===== config.mk =====
export PLATFORM = sky130hd
export DESIGN_NAME = tex_unit
export DESIGN_NICKNAME = d
export VERILOG_FILES = /design/src/verilog/tex_pkg.sv /design/src/verilog/tex_axis_if.sv /design/src/verilog/tex_dcr.sv /design/src/verilog/tex_wrap.sv /design/src/verilog/tex_addr.sv /design/src/verilog/tex_unit.sv
export SDC_FILE = /design/constraint.sdc
export NUM_CORES = 2
export LEC_CHECK = 0
export BUFFER_PORTS_ARGS = -buffer_cell sky130_fd_sc_hd__buf_2
export CAP_MARGIN = 5
export CORE_MARGIN = 4
export CORE_UTILIZATION = 50
export CTS_BUF_LIST = sky130_fd_sc_hd__clkbuf_16
export DETAILED_ROUTE_END_ITERATION = 8
export PLACE_DENSITY = 0.66
export SLEW_MARGIN = 15
export SYNTH_ARGS = -nofsm -noshare
export SYNTH_HDL_FRONTEND = slang
export SYNTH_SLANG_ARGS = --single-unit
export TNS_END_PERCENT = 100

===== constraint.sdc =====
create_clock -name clk -period 9.48 [get_ports clk]
set_input_delay 1.896 -clock clk [delete_from_list [all_inputs] [get_ports clk]]
set_output_delay 1.896 -clock clk [all_outputs]
set_load 0.1 [all_outputs]

===== src/verilog/tex_pkg.sv =====
package tex_pkg;

    localparam int TEX_NUM_STAGES  = 4;
    localparam int TEX_STAGE_BITS  = 2;
    localparam int TEX_ADDR_BITS   = 32;
    localparam int TEX_COORD_BITS  = 16;
    localparam int TEX_LOG_BITS    = 4;
    localparam int TEX_LOD_BITS    = 3;
    localparam int TEX_LOD_MAX     = 7;
    localparam int TEX_WB_ADR_BITS = 5;

    // Word addresses on the Wishbone port.
    typedef enum logic [TEX_WB_ADR_BITS-1:0] {
        TEX_REG_STAGE   = 5'd0,
        TEX_REG_BASE    = 5'd1,
        TEX_REG_FORMAT  = 5'd2,
        TEX_REG_WRAP    = 5'd3,
        TEX_REG_LOGDIM  = 5'd4,
        TEX_REG_MIPOFF0 = 5'd8
    } tex_reg_e;

    // Encoding equals the byte shift of one texel.
    typedef enum logic [1:0] {
        TEX_FMT_R8     = 2'd0,
        TEX_FMT_RGB565 = 2'd1,
        TEX_FMT_RGBA8  = 2'd2
    } tex_format_e;

    typedef enum logic [1:0] {
        TEX_WRAP_CLAMP  = 2'd0,
        TEX_WRAP_REPEAT = 2'd1,
        TEX_WRAP_MIRROR = 2'd2
    } tex_wrap_e;

    typedef struct packed {
        logic [TEX_ADDR_BITS-1:0]                  base;
        tex_format_e                               format;
        tex_wrap_e                                 wrap_u;
        tex_wrap_e                                 wrap_v;
        logic [TEX_LOG_BITS-1:0]                   logdim_u;
        logic [TEX_LOG_BITS-1:0]                   logdim_v;
        logic [TEX_LOD_MAX:0][TEX_ADDR_BITS-1:0]   mipoff;
    } tex_state_t;

    // Unknown encodings fall back to single bytes.
    function automatic logic [1:0] tex_fmt_shift(tex_format_e fmt);
        case (fmt)
            TEX_FMT_RGB565: return 2'd1;
            TEX_FMT_RGBA8:  return 2'd2;
            default:        return 2'd0;
        endcase
    endfunction

endpackage


===== src/verilog/tex_axis_if.sv =====
interface tex_axis_if;
    import tex_pkg::*;

    logic                             advance;
    logic signed [TEX_COORD_BITS-1:0] coord;
    tex_wrap_e                        mode;
    logic [TEX_LOG_BITS-1:0]          logdim;
    logic [TEX_LOD_BITS-1:0]          lod;

    // Wrapped coordinate and the log dimension of its mip level.
    logic [TEX_COORD_BITS-1:0]        texel;
    logic [TEX_LOG_BITS-1:0]          texel_log;

    modport wrap (
        input  advance, coord, mode, logdim, lod,
        output texel, texel_log
    );

    modport combine (
        output advance,
        input  texel, texel_log
    );

endinterface


===== src/verilog/tex_dcr.sv =====
module tex_dcr (
    input  logic                                clk,
    input  logic                                rst,
    input  logic                                wb_cyc,
    input  logic                                wb_stb,
    input  logic                                wb_we,
    input  logic [tex_pkg::TEX_WB_ADR_BITS-1:0] wb_adr,
    input  logic [tex_pkg::TEX_ADDR_BITS-1:0]   wb_dat_w,
    output logic [tex_pkg::TEX_ADDR_BITS-1:0]   wb_dat_r,
    output logic                                wb_ack,
    input  logic [tex_pkg::TEX_STAGE_BITS-1:0]  stage,
    output tex_pkg::tex_state_t                 tex_state
);
    import tex_pkg::*;

    tex_state_t                states [TEX_NUM_STAGES];
    tex_state_t                cur;
    logic [TEX_STAGE_BITS-1:0] sel;
    logic                      armed;
    logic                      strobe;
    logic                      take;
    logic                      is_mip;
    logic [TEX_ADDR_BITS-1:0]  rd_data;

    assign strobe = wb_cyc && wb_stb;
    // One ack per strobe; re-arm only once the strobe has dropped.
    assign take   = strobe && armed;
    assign is_mip = (wb_adr[4:3] == 2'b01);
    assign cur    = states[sel];

    always_ff @(posedge clk) begin
        if (rst) begin
            wb_ack <= 1'b0;
            armed  <= 1'b1;
        end else begin
            wb_ack <= take;
            if (take) begin
                armed <= 1'b0;
            end else if (!strobe) begin
                armed <= 1'b1;
            end
        end
    end

    always_ff @(posedge clk) begin
        if (rst) begin
            sel <= '0;
            for (int i = 0; i < TEX_NUM_STAGES; i++) begin
                states[i] <= '0;
            end
        end else if (take && wb_we) begin
            case (wb_adr)
                TEX_REG_STAGE:  sel <= wb_dat_w[TEX_STAGE_BITS-1:0];
                TEX_REG_BASE:   states[sel].base <= wb_dat_w;
                TEX_REG_FORMAT: states[sel].format <= tex_format_e'(wb_dat_w[1:0]);
                TEX_REG_WRAP: begin
                    states[sel].wrap_u <= tex_wrap_e'(wb_dat_w[1:0]);
                    states[sel].wrap_v <= tex_wrap_e'(wb_dat_w[17:16]);
                end
                TEX_REG_LOGDIM: begin
                    states[sel].logdim_u <= wb_dat_w[3:0];
                    states[sel].logdim_v <= wb_dat_w[19:16];
                end
                default: begin
                    if (is_mip) begin
                        states[sel].mipoff[wb_adr[2:0]] <= wb_dat_w;
                    end
                end
            endcase
        end
    end

    always_comb begin
        rd_data = '0;
        case (wb_adr)
            TEX_REG_STAGE:  rd_data[TEX_STAGE_BITS-1:0] = sel;
            TEX_REG_BASE:   rd_data = cur.base;
            TEX_REG_FORMAT: rd_data[1:0] = cur.format;
            TEX_REG_WRAP: begin
                rd_data[1:0]   = cur.wrap_u;
                rd_data[17:16] = cur.wrap_v;
            end
            TEX_REG_LOGDIM: begin
                rd_data[3:0]   = cur.logdim_u;
                rd_data[19:16] = cur.logdim_v;
            end
            default: begin
                if (is_mip) begin
                    rd_data = cur.mipoff[wb_adr[2:0]];
                end
            end
        endcase
    end

    always_ff @(posedge clk) begin
        if (take) begin
            wb_dat_r <= rd_data;
        end
    end

    // Request side lookup.
    assign tex_state = states[stage];

endmodule


===== src/verilog/tex_wrap.sv =====
module tex_wrap (
    input logic      clk,
    input logic      rst,
    tex_axis_if.wrap axis
);
    import tex_pkg::*;

    logic [TEX_LOG_BITS-1:0]   lod_ext;
    logic [TEX_LOG_BITS-1:0]   lvl_log;
    logic [TEX_COORD_BITS-1:0] ucoord;
    logic [TEX_COORD_BITS-1:0] mask;
    logic [TEX_COORD_BITS-1:0] low;
    logic                      flip;
    logic [TEX_COORD_BITS-1:0] wrapped;

    assign lod_ext = TEX_LOG_BITS'(axis.lod);
    // Mip level dimension, floored at one texel.
    assign lvl_log = (axis.logdim > lod_ext) ? axis.logdim - lod_ext : '0;
    assign ucoord  = axis.coord;
    assign mask    = ~({TEX_COORD_BITS{1'b1}} << lvl_log);
    assign low     = ucoord & mask;
    assign flip    = ucoord[lvl_log];

    always_comb begin
        case (axis.mode)
            TEX_WRAP_REPEAT: wrapped = low;
            TEX_WRAP_MIRROR: wrapped = flip ? (~ucoord & mask) : low;
            default: begin
                if (ucoord[TEX_COORD_BITS-1]) begin
                    wrapped = '0;
                end else if (ucoord > mask) begin
                    wrapped = mask;
                end else begin
                    wrapped = ucoord;
                end
            end
        endcase
    end

    always_ff @(posedge clk) begin
        if (rst) begin
            axis.texel     <= '0;
            axis.texel_log <= '0;
        end else if (axis.advance) begin
            axis.texel     <= wrapped;
            axis.texel_log <= lvl_log;
        end
    end

endmodule


===== src/verilog/tex_addr.sv =====
module tex_addr (
    input  logic                              clk,
    input  logic                              rst,
    input  logic                              req_valid,
    input  logic [tex_pkg::TEX_LOD_BITS-1:0]  req_lod,
    output logic                              req_ready,
    input  tex_pkg::tex_state_t               tex_state,
    tex_axis_if.combine                       axis_u,
    tex_axis_if.combine                       axis_v,
    output logic                              out_valid,
    output logic [tex_pkg::TEX_ADDR_BITS-1:0] out_addr,
    input  logic                              out_ready
);
    import tex_pkg::*;

    logic                     advance;
    logic                     valid1;
    logic [TEX_ADDR_BITS-1:0] off1;
    logic [1:0]               shift1;
    logic [TEX_ADDR_BITS-1:0] texel_off;
    logic [TEX_ADDR_BITS-1:0] next_addr;

    // Whole pipeline stalls while the output is held.
    assign advance        = !(out_valid && !out_ready);
    assign req_ready      = advance;
    assign axis_u.advance = advance;
    assign axis_v.advance = advance;

    always_ff @(posedge clk) begin
        if (rst) begin
            valid1    <= 1'b0;
            out_valid <= 1'b0;
        end else if (advance) begin
            valid1    <= req_valid;
            out_valid <= valid1;
        end
    end

    // Stage state sampled together with the wrap stage.
    always_ff @(posedge clk) begin
        if (advance) begin
            off1   <= tex_state.base + tex_state.mipoff[req_lod];
            shift1 <= tex_fmt_shift(tex_state.format);
        end
    end

    assign texel_off = (TEX_ADDR_BITS'(axis_v.texel) << axis_u.texel_log)
                     + TEX_ADDR_BITS'(axis_u.texel);
    assign next_addr = off1 + (texel_off << shift1);

    always_ff @(posedge clk) begin
        if (advance) begin
            out_addr <= next_addr;
        end
    end

endmodule


===== src/verilog/tex_unit.sv =====
module tex_unit (
    input  logic                                       clk,
    input  logic                                       rst,
    input  logic                                       wb_cyc,
    input  logic                                       wb_stb,
    input  logic                                       wb_we,
    input  logic [tex_pkg::TEX_WB_ADR_BITS-1:0]        wb_adr,
    input  logic [tex_pkg::TEX_ADDR_BITS-1:0]          wb_dat_w,
    output logic [tex_pkg::TEX_ADDR_BITS-1:0]          wb_dat_r,
    output logic                                       wb_ack,
    input  logic                                       req_valid,
    input  logic [tex_pkg::TEX_STAGE_BITS-1:0]         req_stage,
    input  logic [tex_pkg::TEX_LOD_BITS-1:0]           req_lod,
    input  logic signed [tex_pkg::TEX_COORD_BITS-1:0]  req_u,
    input  logic signed [tex_pkg::TEX_COORD_BITS-1:0]  req_v,
    output logic                                       req_ready,
    output logic                                       out_valid,
    output logic [tex_pkg::TEX_ADDR_BITS-1:0]          out_addr,
    input  logic                                       out_ready
);
    import tex_pkg::*;

    tex_state_t tex_state;

    tex_axis_if axis_u ();
    tex_axis_if axis_v ();

    tex_dcr dcr0 (
        .clk       (clk),
        .rst       (rst),
        .wb_cyc    (wb_cyc),
        .wb_stb    (wb_stb),
        .wb_we     (wb_we),
        .wb_adr    (wb_adr),
        .wb_dat_w  (wb_dat_w),
        .wb_dat_r  (wb_dat_r),
        .wb_ack    (wb_ack),
        .stage     (req_stage),
        .tex_state (tex_state)
    );

    // Per-axis request fields.
    assign axis_u.coord  = req_u;
    assign axis_u.mode   = tex_state.wrap_u;
    assign axis_u.logdim = tex_state.logdim_u;
    assign axis_u.lod    = req_lod;

    assign axis_v.coord  = req_v;
    assign axis_v.mode   = tex_state.wrap_v;
    assign axis_v.logdim = tex_state.logdim_v;
    assign axis_v.lod    = req_lod;

    tex_wrap wrap_u (
        .clk  (clk),
        .rst  (rst),
        .axis (axis_u)
    );

    tex_wrap wrap_v (
        .clk  (clk),
        .rst  (rst),
        .axis (axis_v)
    );

    tex_addr addr0 (
        .clk       (clk),
        .rst       (rst),
        .req_valid (req_valid),
        .req_lod   (req_lod),
        .req_ready (req_ready),
        .tex_state (tex_state),
        .axis_u    (axis_u),
        .axis_v    (axis_v),
        .out_valid (out_valid),
        .out_addr  (out_addr),
        .out_ready (out_ready)
    );

endmodule


After elaboration in Yosys (flattened, before gate mapping)
Memory sizes are Yosys's and may differ from the RTL's. A register that Yosys moved wholly into a read port is not among the register bits. Cells that the tools add are included.

Bits in registers: 140. RAM bits: 1208. Input port bits: 81. Output and inout port bits: 67. Word-level logic and storage cells: 123. Memories kept: 1.

Memory list: dcr0.states (depth 4, bits a word 302, read ports 2, clocked after Yosys merged registers in 1, wr ports 4, line tex_dcr.sv:16) `tex_state_t states [TEX_NUM_STAGES];`.

Add/sub/neg operators: 5. Order comparisons: 9. Equal/unequal tests: 12. Shift-type cells: 4. Multiplexer cells: 58. Bitwise operators: 8. Reductions and logical operators: 14.

Operators by type and width (number): two-way mux 302 bit (1); OR reduction 302 bit (1); two-way mux 260 bit (1); two-way mux 256 bit (1); binary-select mux 32 bit (select 3 bit) (2); two-way mux 32 bit (4); demux 32 bit (select 3 bit) (1); two-way mux 16 bit (6); adder 32 bit (2); bitwise AND 16 bit (4); NOT 16 bit (4); case mux 16 bit (2 select lines) (2); case mux 12 bit (2 select lines) (2); adder 32 x 16 -> 32 bit (1); greater-than comparator 16 bit (2); left shift 16 x 4 -> 16 bit, first input constant (2); left shift 16 x 4 -> 32 bit (1); left shift 32 x 2 -> 32 bit (1); two-way mux 1 bit (26); case mux 2 bit (3 select lines) (2); equality test 5 x 2 -> 1 bit, second input constant (2); < comparator 4 x 5 -> 1 bit, second input constant (2); case mux 2 bit (5 select lines) (1); binary-select mux 1 bit (select 4 bit) (2); other kinds (21) (37).

Depth between registers and ports, before layout
An unclocked memory read counts as a cell.

Word-level depth: 9. Depth in mapped cells: 30. Mapped depth without buffers: 28.

Cells and area by module
From an unflattened synthesis, not the netlist that was laid out.

Cells, all modules: 5556. Area total of the unflattened synthesis: 76390.8 sq um.

By module, submodules not included: tex_dcr (instances 1, cells an instance 3729, area each 60484.3 sq um, sequential area each 37355.8 sq um); tex_addr (instances 1, cells an instance 1045, area each 10121.0 sq um, sequential area each 2021.9 sq um); tex_wrap (instances 2, cells an instance 391, area each 2892.8 sq um, sequential area each 380.4 sq um).

Worst setup path after synthesis
OpenSTA, ideal clock, no wires.

Path kind: input -> register. Start: input req_stage[0] in the netlist's numbering. End: register wrap_u.axis.texel[11]. Library setup time: 91 ps. Data arrival time: 8213 ps. Data required time: 9389 ps. Setup slack: 1176 ps. Stages on the path: 24. Path buffers: 6. Path through: buf_2 buf_2 buf_2 buf_1 buf_1 mux4_2 inv_1 ha_1 inv_1 fa_1 xor2_1 o31ai_2 o21ai_0 ha_1 o21a_1 o21ai_0 a211o_1 o21ai_0 a21oi_1 a21oi_1 clkbuf_1 mux2i_1 nand2_1 a211oi_1.

Word-level cells in the longest chain between the ends: 9. Elaborated cells between the ends (all ways): 17. Those cells by class: 1 x add/sub; 2 x order compare; 2 x eq/ne; 1 x shift; 7 x mux; 3 x bitwise; 1 x memory.

Ends and longest elaborated chain: start, declared (line tex_unit.sv:12) `input logic [tex_pkg::TEX_STAGE_BITS-1:0] req_stage,`; memory read (4 x 302 bit) (*); subtractor 4 x 3 -> 4 bit / greater-than comparator 4 x 3 -> 1 bit (equally long branches) (line tex_wrap.sv:18) `assign lvl_log = (axis.logdim > lod_ext) ? axis.logdim - lod_ext : '0;`; two-way mux 4 bit (line tex_wrap.sv:18); left shift 16 x 4 -> 16 bit (line tex_wrap.sv:20) `assign mask = ~({TEX_COORD_BITS{1'b1}} << lvl_log);`; NOT 16 bit (line tex_wrap.sv:20); greater-than comparator 16 bit (line tex_wrap.sv:31) `end else if (ucoord > mask) begin`; two-way mux 16 bit (line tex_wrap.sv:31); two-way mux 16 bit (line tex_wrap.sv:29) `if (ucoord[TEX_COORD_BITS-1]) begin`; case mux 16 bit (2 select lines) (*) (line tex_wrap.sv:25) `case (axis.mode)`; end signal, assigned (line tex_wrap.sv:45) `axis.texel <= wrapped;`; end, declared (line tex_axis_if.sv:16) `output texel, texel_log`.

Every way passes the cells marked *; elsewhere a longest branch is shown, timed or not. The select of a mux whose other input is x is not followed. A chain may end at the register's enable or synchronous reset.

Worst setup path in the final report
Start: input req_stage[0] in the netlist's numbering. End: register addr0.off1[31] (data pin).

Word-level cells in the longest chain between the ends: 4.

Ends and longest elaborated chain: memory read (4 x 302 bit) (*); binary-select mux 32 bit (select 3 bit) (line tex_addr.sv:42) `off1 <= tex_state.base + tex_state.mipoff[req_lod];`; two-way mux 32 bit (not written as such) (line tex_addr.sv:42); adder 32 bit (*) (line tex_addr.sv:42); end signal, assigned (line tex_addr.sv:42); end, declared (line tex_addr.sv:18) `logic [TEX_ADDR_BITS-1:0] off1;`.

Marks and branches as above.

==> flow_results.org <==
** Yosys
- Synth area leader :: sky130_fd_sc_hd__edfxtp_1
- The netlist uses 82 different library cells.
- Most area-consuming cells after synthesis :: sky130_fd_sc_hd__edfxtp_1 54%, sky130_fd_sc_hd__mux4_2 21%, sky130_fd_sc_hd__nor2_1 5.3%, sky130_fd_sc_hd__ha_1 3.2%, sky130_fd_sc_hd__clkbuf_1 1.6%
- Multiplexer fraction of the synthesized cell area :: 22.7%
- Post-synth net total :: 5344
- After synthesis, the largest family of logic cells by area is multiplexers.
- Of the post-synthesis cell area, the dominant cell type holds between 50% and 60%.
- The synthesized netlist devotes around 1.0% of its cell area to XOR and XNOR gates.
- Flip-flop and latch count after synthesis :: ~1300
- Count of flip-flops with a built-in enable after synthesis :: 1306
- The synthesized netlist devotes 8.84% of its cell area to simple gates.
- Post-synth design cell area :: 72200 um2
- The synthesized netlist devotes 5.78% of its cell area to compound gates.
- Post-Synthesis Mean Instance Area :: 14.2 um2
- Arithmetic-cell share of the synthesized area counting full adders, half adders and majority gates :: 3.29%
- In the synthesized netlist the async set-or-reset flop fraction comes to 0%.
- Synthesis handed over a netlist of approximately 5100 instances.
- In the synthesized netlist the dominant register cell turns out to be sky130_fd_sc_hd__edfxtp_1.
- Number of warnings reported in the yosys synthesis log :: 0
- The share of the Yosys chip area taken by registers is 55.5%.

** Critical path
- Data on the critical path arrives at its endpoint at roughly 7.9 ns.
- Depth of the most critical reg-to-reg path :: 23
- The worst setup path is launched from an input port.
- Count of buffering cells on the critical path with inverters included :: 2
- The slowest stage of the critical path belongs to the cell sky130_fd_sc_hd__a2111oi_0.
- Top fanout value on the critical path :: 42
- The critical path is of the input port to register type.
- Data on the critical path is required at its endpoint by ~10 ns.
- CP top delay family :: compound AO/OA/AOI/OAI gates
- The largest single stage delay on the critical path is between 0.6 and 0.7 ns.
- In this run the number of cells on the critical path is 16.
- The worst setup path is captured at a register.
- Traced cell by cell, the critical path runs through buf_8 -> buf_4 -> mux4_2 -> mux4_2 -> nand2_1 -> nand2_1 -> ha_1 -> a211oi_1 -> o211ai_1 -> a32oi_1 -> o221ai_1 -> o21ba_2 -> and4_1 -> a2111oi_0 -> a21oi_1 -> xnor2_1.

** Final layout
- The sequential cells in the finished layout cover a total of 40100 um2.
- At the end of the flow the core is filled with cells to 55.8%.
- Layout overhead on the synthesized area :: 10.8%
- In the final layout, the multi-input gates occupy 30400 um2.
- Finished Layout Cells :: 7152
- The net count of the finished layout is 5389.
- Layout filler cell count :: approximately 11000
- Cells with a size suffix above 1 make up roughly a quarter of the layout.

** Clocking
- Clock insertion delay at the later pin of the skew report :: a little over 0.8 ns
- TritonCTS clock tree :: done
- Total number of clock tree sinks :: 1348
- Clock-pin slew was measured on the worst setup and hold paths at 0.06 ns.
- Hold buffers post-CTS :: 0
- TritonCTS Buffers :: 144
- In this run, post-CTS repair resized a total of 0 instances.
- Post-CTS setup-driven buffer insertion count :: 0
- The longest clock path from root to sink contains 3 buffers.
- The cell sitting at the root of the clock tree is a sky130_fd_sc_hd__clkbuf_16.
- H-tree depth :: 4

** Placement
- Post-placement setup slack :: 1.57 ns
- Final GP Congestion :: 0.915
- Number of cells after detailed placement :: 6878
- Port bufs :: around 150
- The HPWL after detailed placement is around 150000 um.

** Pwr
- Summed over all cells, the static leakage comes to between 20 and 30 nW.
- Of the total power, the clock network draws between 30% and 40%.
- Switching share of power :: between 20% and 30%
- Cell internal power was estimated by the tool at 10.7 mW.
- Max rail drop VDD :: 0.385 mV
- Logic gate share of total power :: 17.1%
- Power comes to 15.2 mW.
- Net Switching :: 4.51 mW
- Power per Cell Area :: 191 nW/um2
- Sequential share of power :: 46.2%

** Floorplanning
- Placement row count :: 139
- The die covers 151000 um2.
- Once the floorplan was initialized, standard cells occupied 50.3% of the core.
- Area of the placeable core :: 143000 um2
- Die width :: 388 um
- Pin placement for this block handled 148 I/O pins.
- Y dimension of the die :: 388 um

** Flow run
- Number of max-cap violations :: 0

** Timing
- Headroom to the max-slew limit came out at 15.1%.
- On the final layout, the worst clock skew is slightly above 0.04 ns.
- Final-report hold violation count :: 0
- Fraction of the cycle the final worst path needs :: 77.1%
- Setup violations remaining at the end of the flow were counted as 0.
- RSZ-0062 raised after global routing :: no
- Worst path setup slack after routing :: 2.17 ns
- Time the worst path needs with I/O delays and setup :: approximately 7.3 ns
- Slew at the pin closest to its max-slew limit :: 1.27 ns
- The max-slew violation count came to 0.
- Total Negative Setup Slacks :: 0 ns
- Fmax :: 0.137 GHz

** Global routing
- Via count of the first global-routing pass :: 48400
- Initial antenna violation count :: 19
- Entering global routing, the biggest net connects 134 pins.
- Global routing consumed, over all layers together, 33.7% of the routing resources.
- Wire length of the first global-routing pass :: 360000 um
- Total gr overflow :: 0

** Routing
- After detailed routing, the average wire length per cell comes to 35.8 um.
- Once detail routing completed, the nets flagged for antenna violations numbered 0.
- Total detailed-routing wirelength :: between 200000 and 300000 um
- Dividing the detail-routed via count by the number of cells gives 7.00.
- Routed via count :: 50100
- In this run, the number of DRC markers left after iteration 0 of detailed routing was roughly 8000.
- DRC Markers :: 0
- Number of detailed-route iterations in the first pass :: 7

** Min path
- Worst Hold Class :: register to register
- Along the worst hold path, the cell count comes to 2.

** Status
- The run finished with clean final reports.
==> through the flow <==
stage	area (um2)	hold WS [ns]
final	80000	0.455
after global routing	80000	0.472
after floorplan	72200	0.432
after global placement	75400	0.439
after detailed placement	75400	0.447
after CTS	80000	0.455
==> layout make-up <==
cell class              count  share of cell area (%)
clock inverters           117                    1.24
clock buffers             144                    4.50
multi-input cells        3182                    38.0
flip-flops and latches   1348                    50.1
repair buffers            300                    2.52
inverters                 145                   0.689
well taps                1903                    2.98
diodes                     13                  0.0406
==> sequential cells by signal (all words and copies together), names as in the netlist, named ones only <==
register	cells
dcr0.states	1208
addr0.off1	32
addr0.out_addr	32
dcr0.wb_dat_r	32
wrap_u.axis.texel	15
wrap_v.axis.texel	15
wrap_u.axis.texel_log	4
addr0.shift1	2
dcr0.sel	2
addr0.out_valid	1
addr0.valid1	1
dcr0.armed	1
dcr0.wb_ack	1
==> worst min-delay path, cell delays in order, from the launching register on <==
cell and delay [ns]:
sky130_fd_sc_hd__dfxtp_1 0.31, sky130_fd_sc_hd__nand2_1 0.05, sky130_fd_sc_hd__a21oi_1 0.05
==> layout by cell type, fill, tap and decap left out, types with 37 or more instances in the layout <==
master,synthesis,routed
sky130_fd_sc_hd__edfxtp_1,1306,1306
sky130_fd_sc_hd__nor2_1,1025,1015
sky130_fd_sc_hd__mux4_2,673,673
sky130_fd_sc_hd__nand2_1,270,243
sky130_fd_sc_hd__ha_1,182,182
sky130_fd_sc_hd__inv_1,139,166
sky130_fd_sc_hd__buf_4,3,145
sky130_fd_sc_hd__clkbuf_16,0,144
sky130_fd_sc_hd__buf_2,15,144
sky130_fd_sc_hd__a22oi_1,129,129
sky130_fd_sc_hd__a21oi_1,111,110
sky130_fd_sc_hd__mux2i_1,96,96
sky130_fd_sc_hd__xnor2_1,63,63
sky130_fd_sc_hd__a21o_1,59,59
sky130_fd_sc_hd__o21ai_0,54,54
sky130_fd_sc_hd__a211oi_1,40,40
sky130_fd_sc_hd__dfxtp_1,42,40
sky130_fd_sc_hd__clkinv_1,2,37
==> logic make-up after synthesis <==
logic type | Yosys count
compound gates | 590
buf+inv | 546
flops | 1348
xor+xnor | 85
simple gates | 1535
mux | 785
fa+ha+maj | 187
==> per-layer routing <==
metal	GRT usage, %	part of all wire [%]	vias up
li1	-	-	19800
met1	43.7	34	25400
met2	51.5	45	4004
met3	10.8	15	848
met4	16.5	5.9	14
met5	0	0.038	-
==> synth_stat cells, drive strengths merged, types with 10 or more instances <==
cell type	count
nor3	23
nand2b	49
xor2	22
nand3	26
o211ai	11
clkbuf	304
edfxtp	1306
a211oi	41
inv	143
ha	182
nor2b	27
o21bai	23
and3	16
o21a	13
a221oi	36
xnor2	63
a31oi	17
a22oi	129
buf	97
o21ai	55
a21oi	113
dfxtp	42
mux2i	96
nand4	36
and2	13
a21o	59
mux2	10
nor2	1026
nand2	270
a22o	30
mux4	679
==> final timing paths <==
check        slack [ns]                            to                                  start
max                2.17      addr0.off1[31]$_DFFE_PN_                           req_stage[0]
min                0.45     addr0.valid1$_SDFFE_PP0N_              addr0.valid1$_SDFFE_PP0N_
max reg2reg        2.74  addr0.out_addr[30]$_DFFE_PN_  wrap_u.axis.texel_log[0]$_SDFFE_PP0N_
min reg2reg        0.45     addr0.valid1$_SDFFE_PP0N_              addr0.valid1$_SDFFE_PP0N_
==> power by group through the flow <==
stage / clock, mW / combinational (mW) / sequential (mW)
2_1_floorplan: 0 / 1.26 / 7.63
3_3_place_gp: 0 / 2.54 / 7.15
3_5_place_dp: 0 / 2.56 / 7.16
4_1_cts: 5.62 / 2.57 / 7.04
5_1_grt: 5.86 / 2.72 / 7.07
6_report: 5.60 / 2.61 / 7.04
No activity file was read; power rests on OpenSTA's default activity.
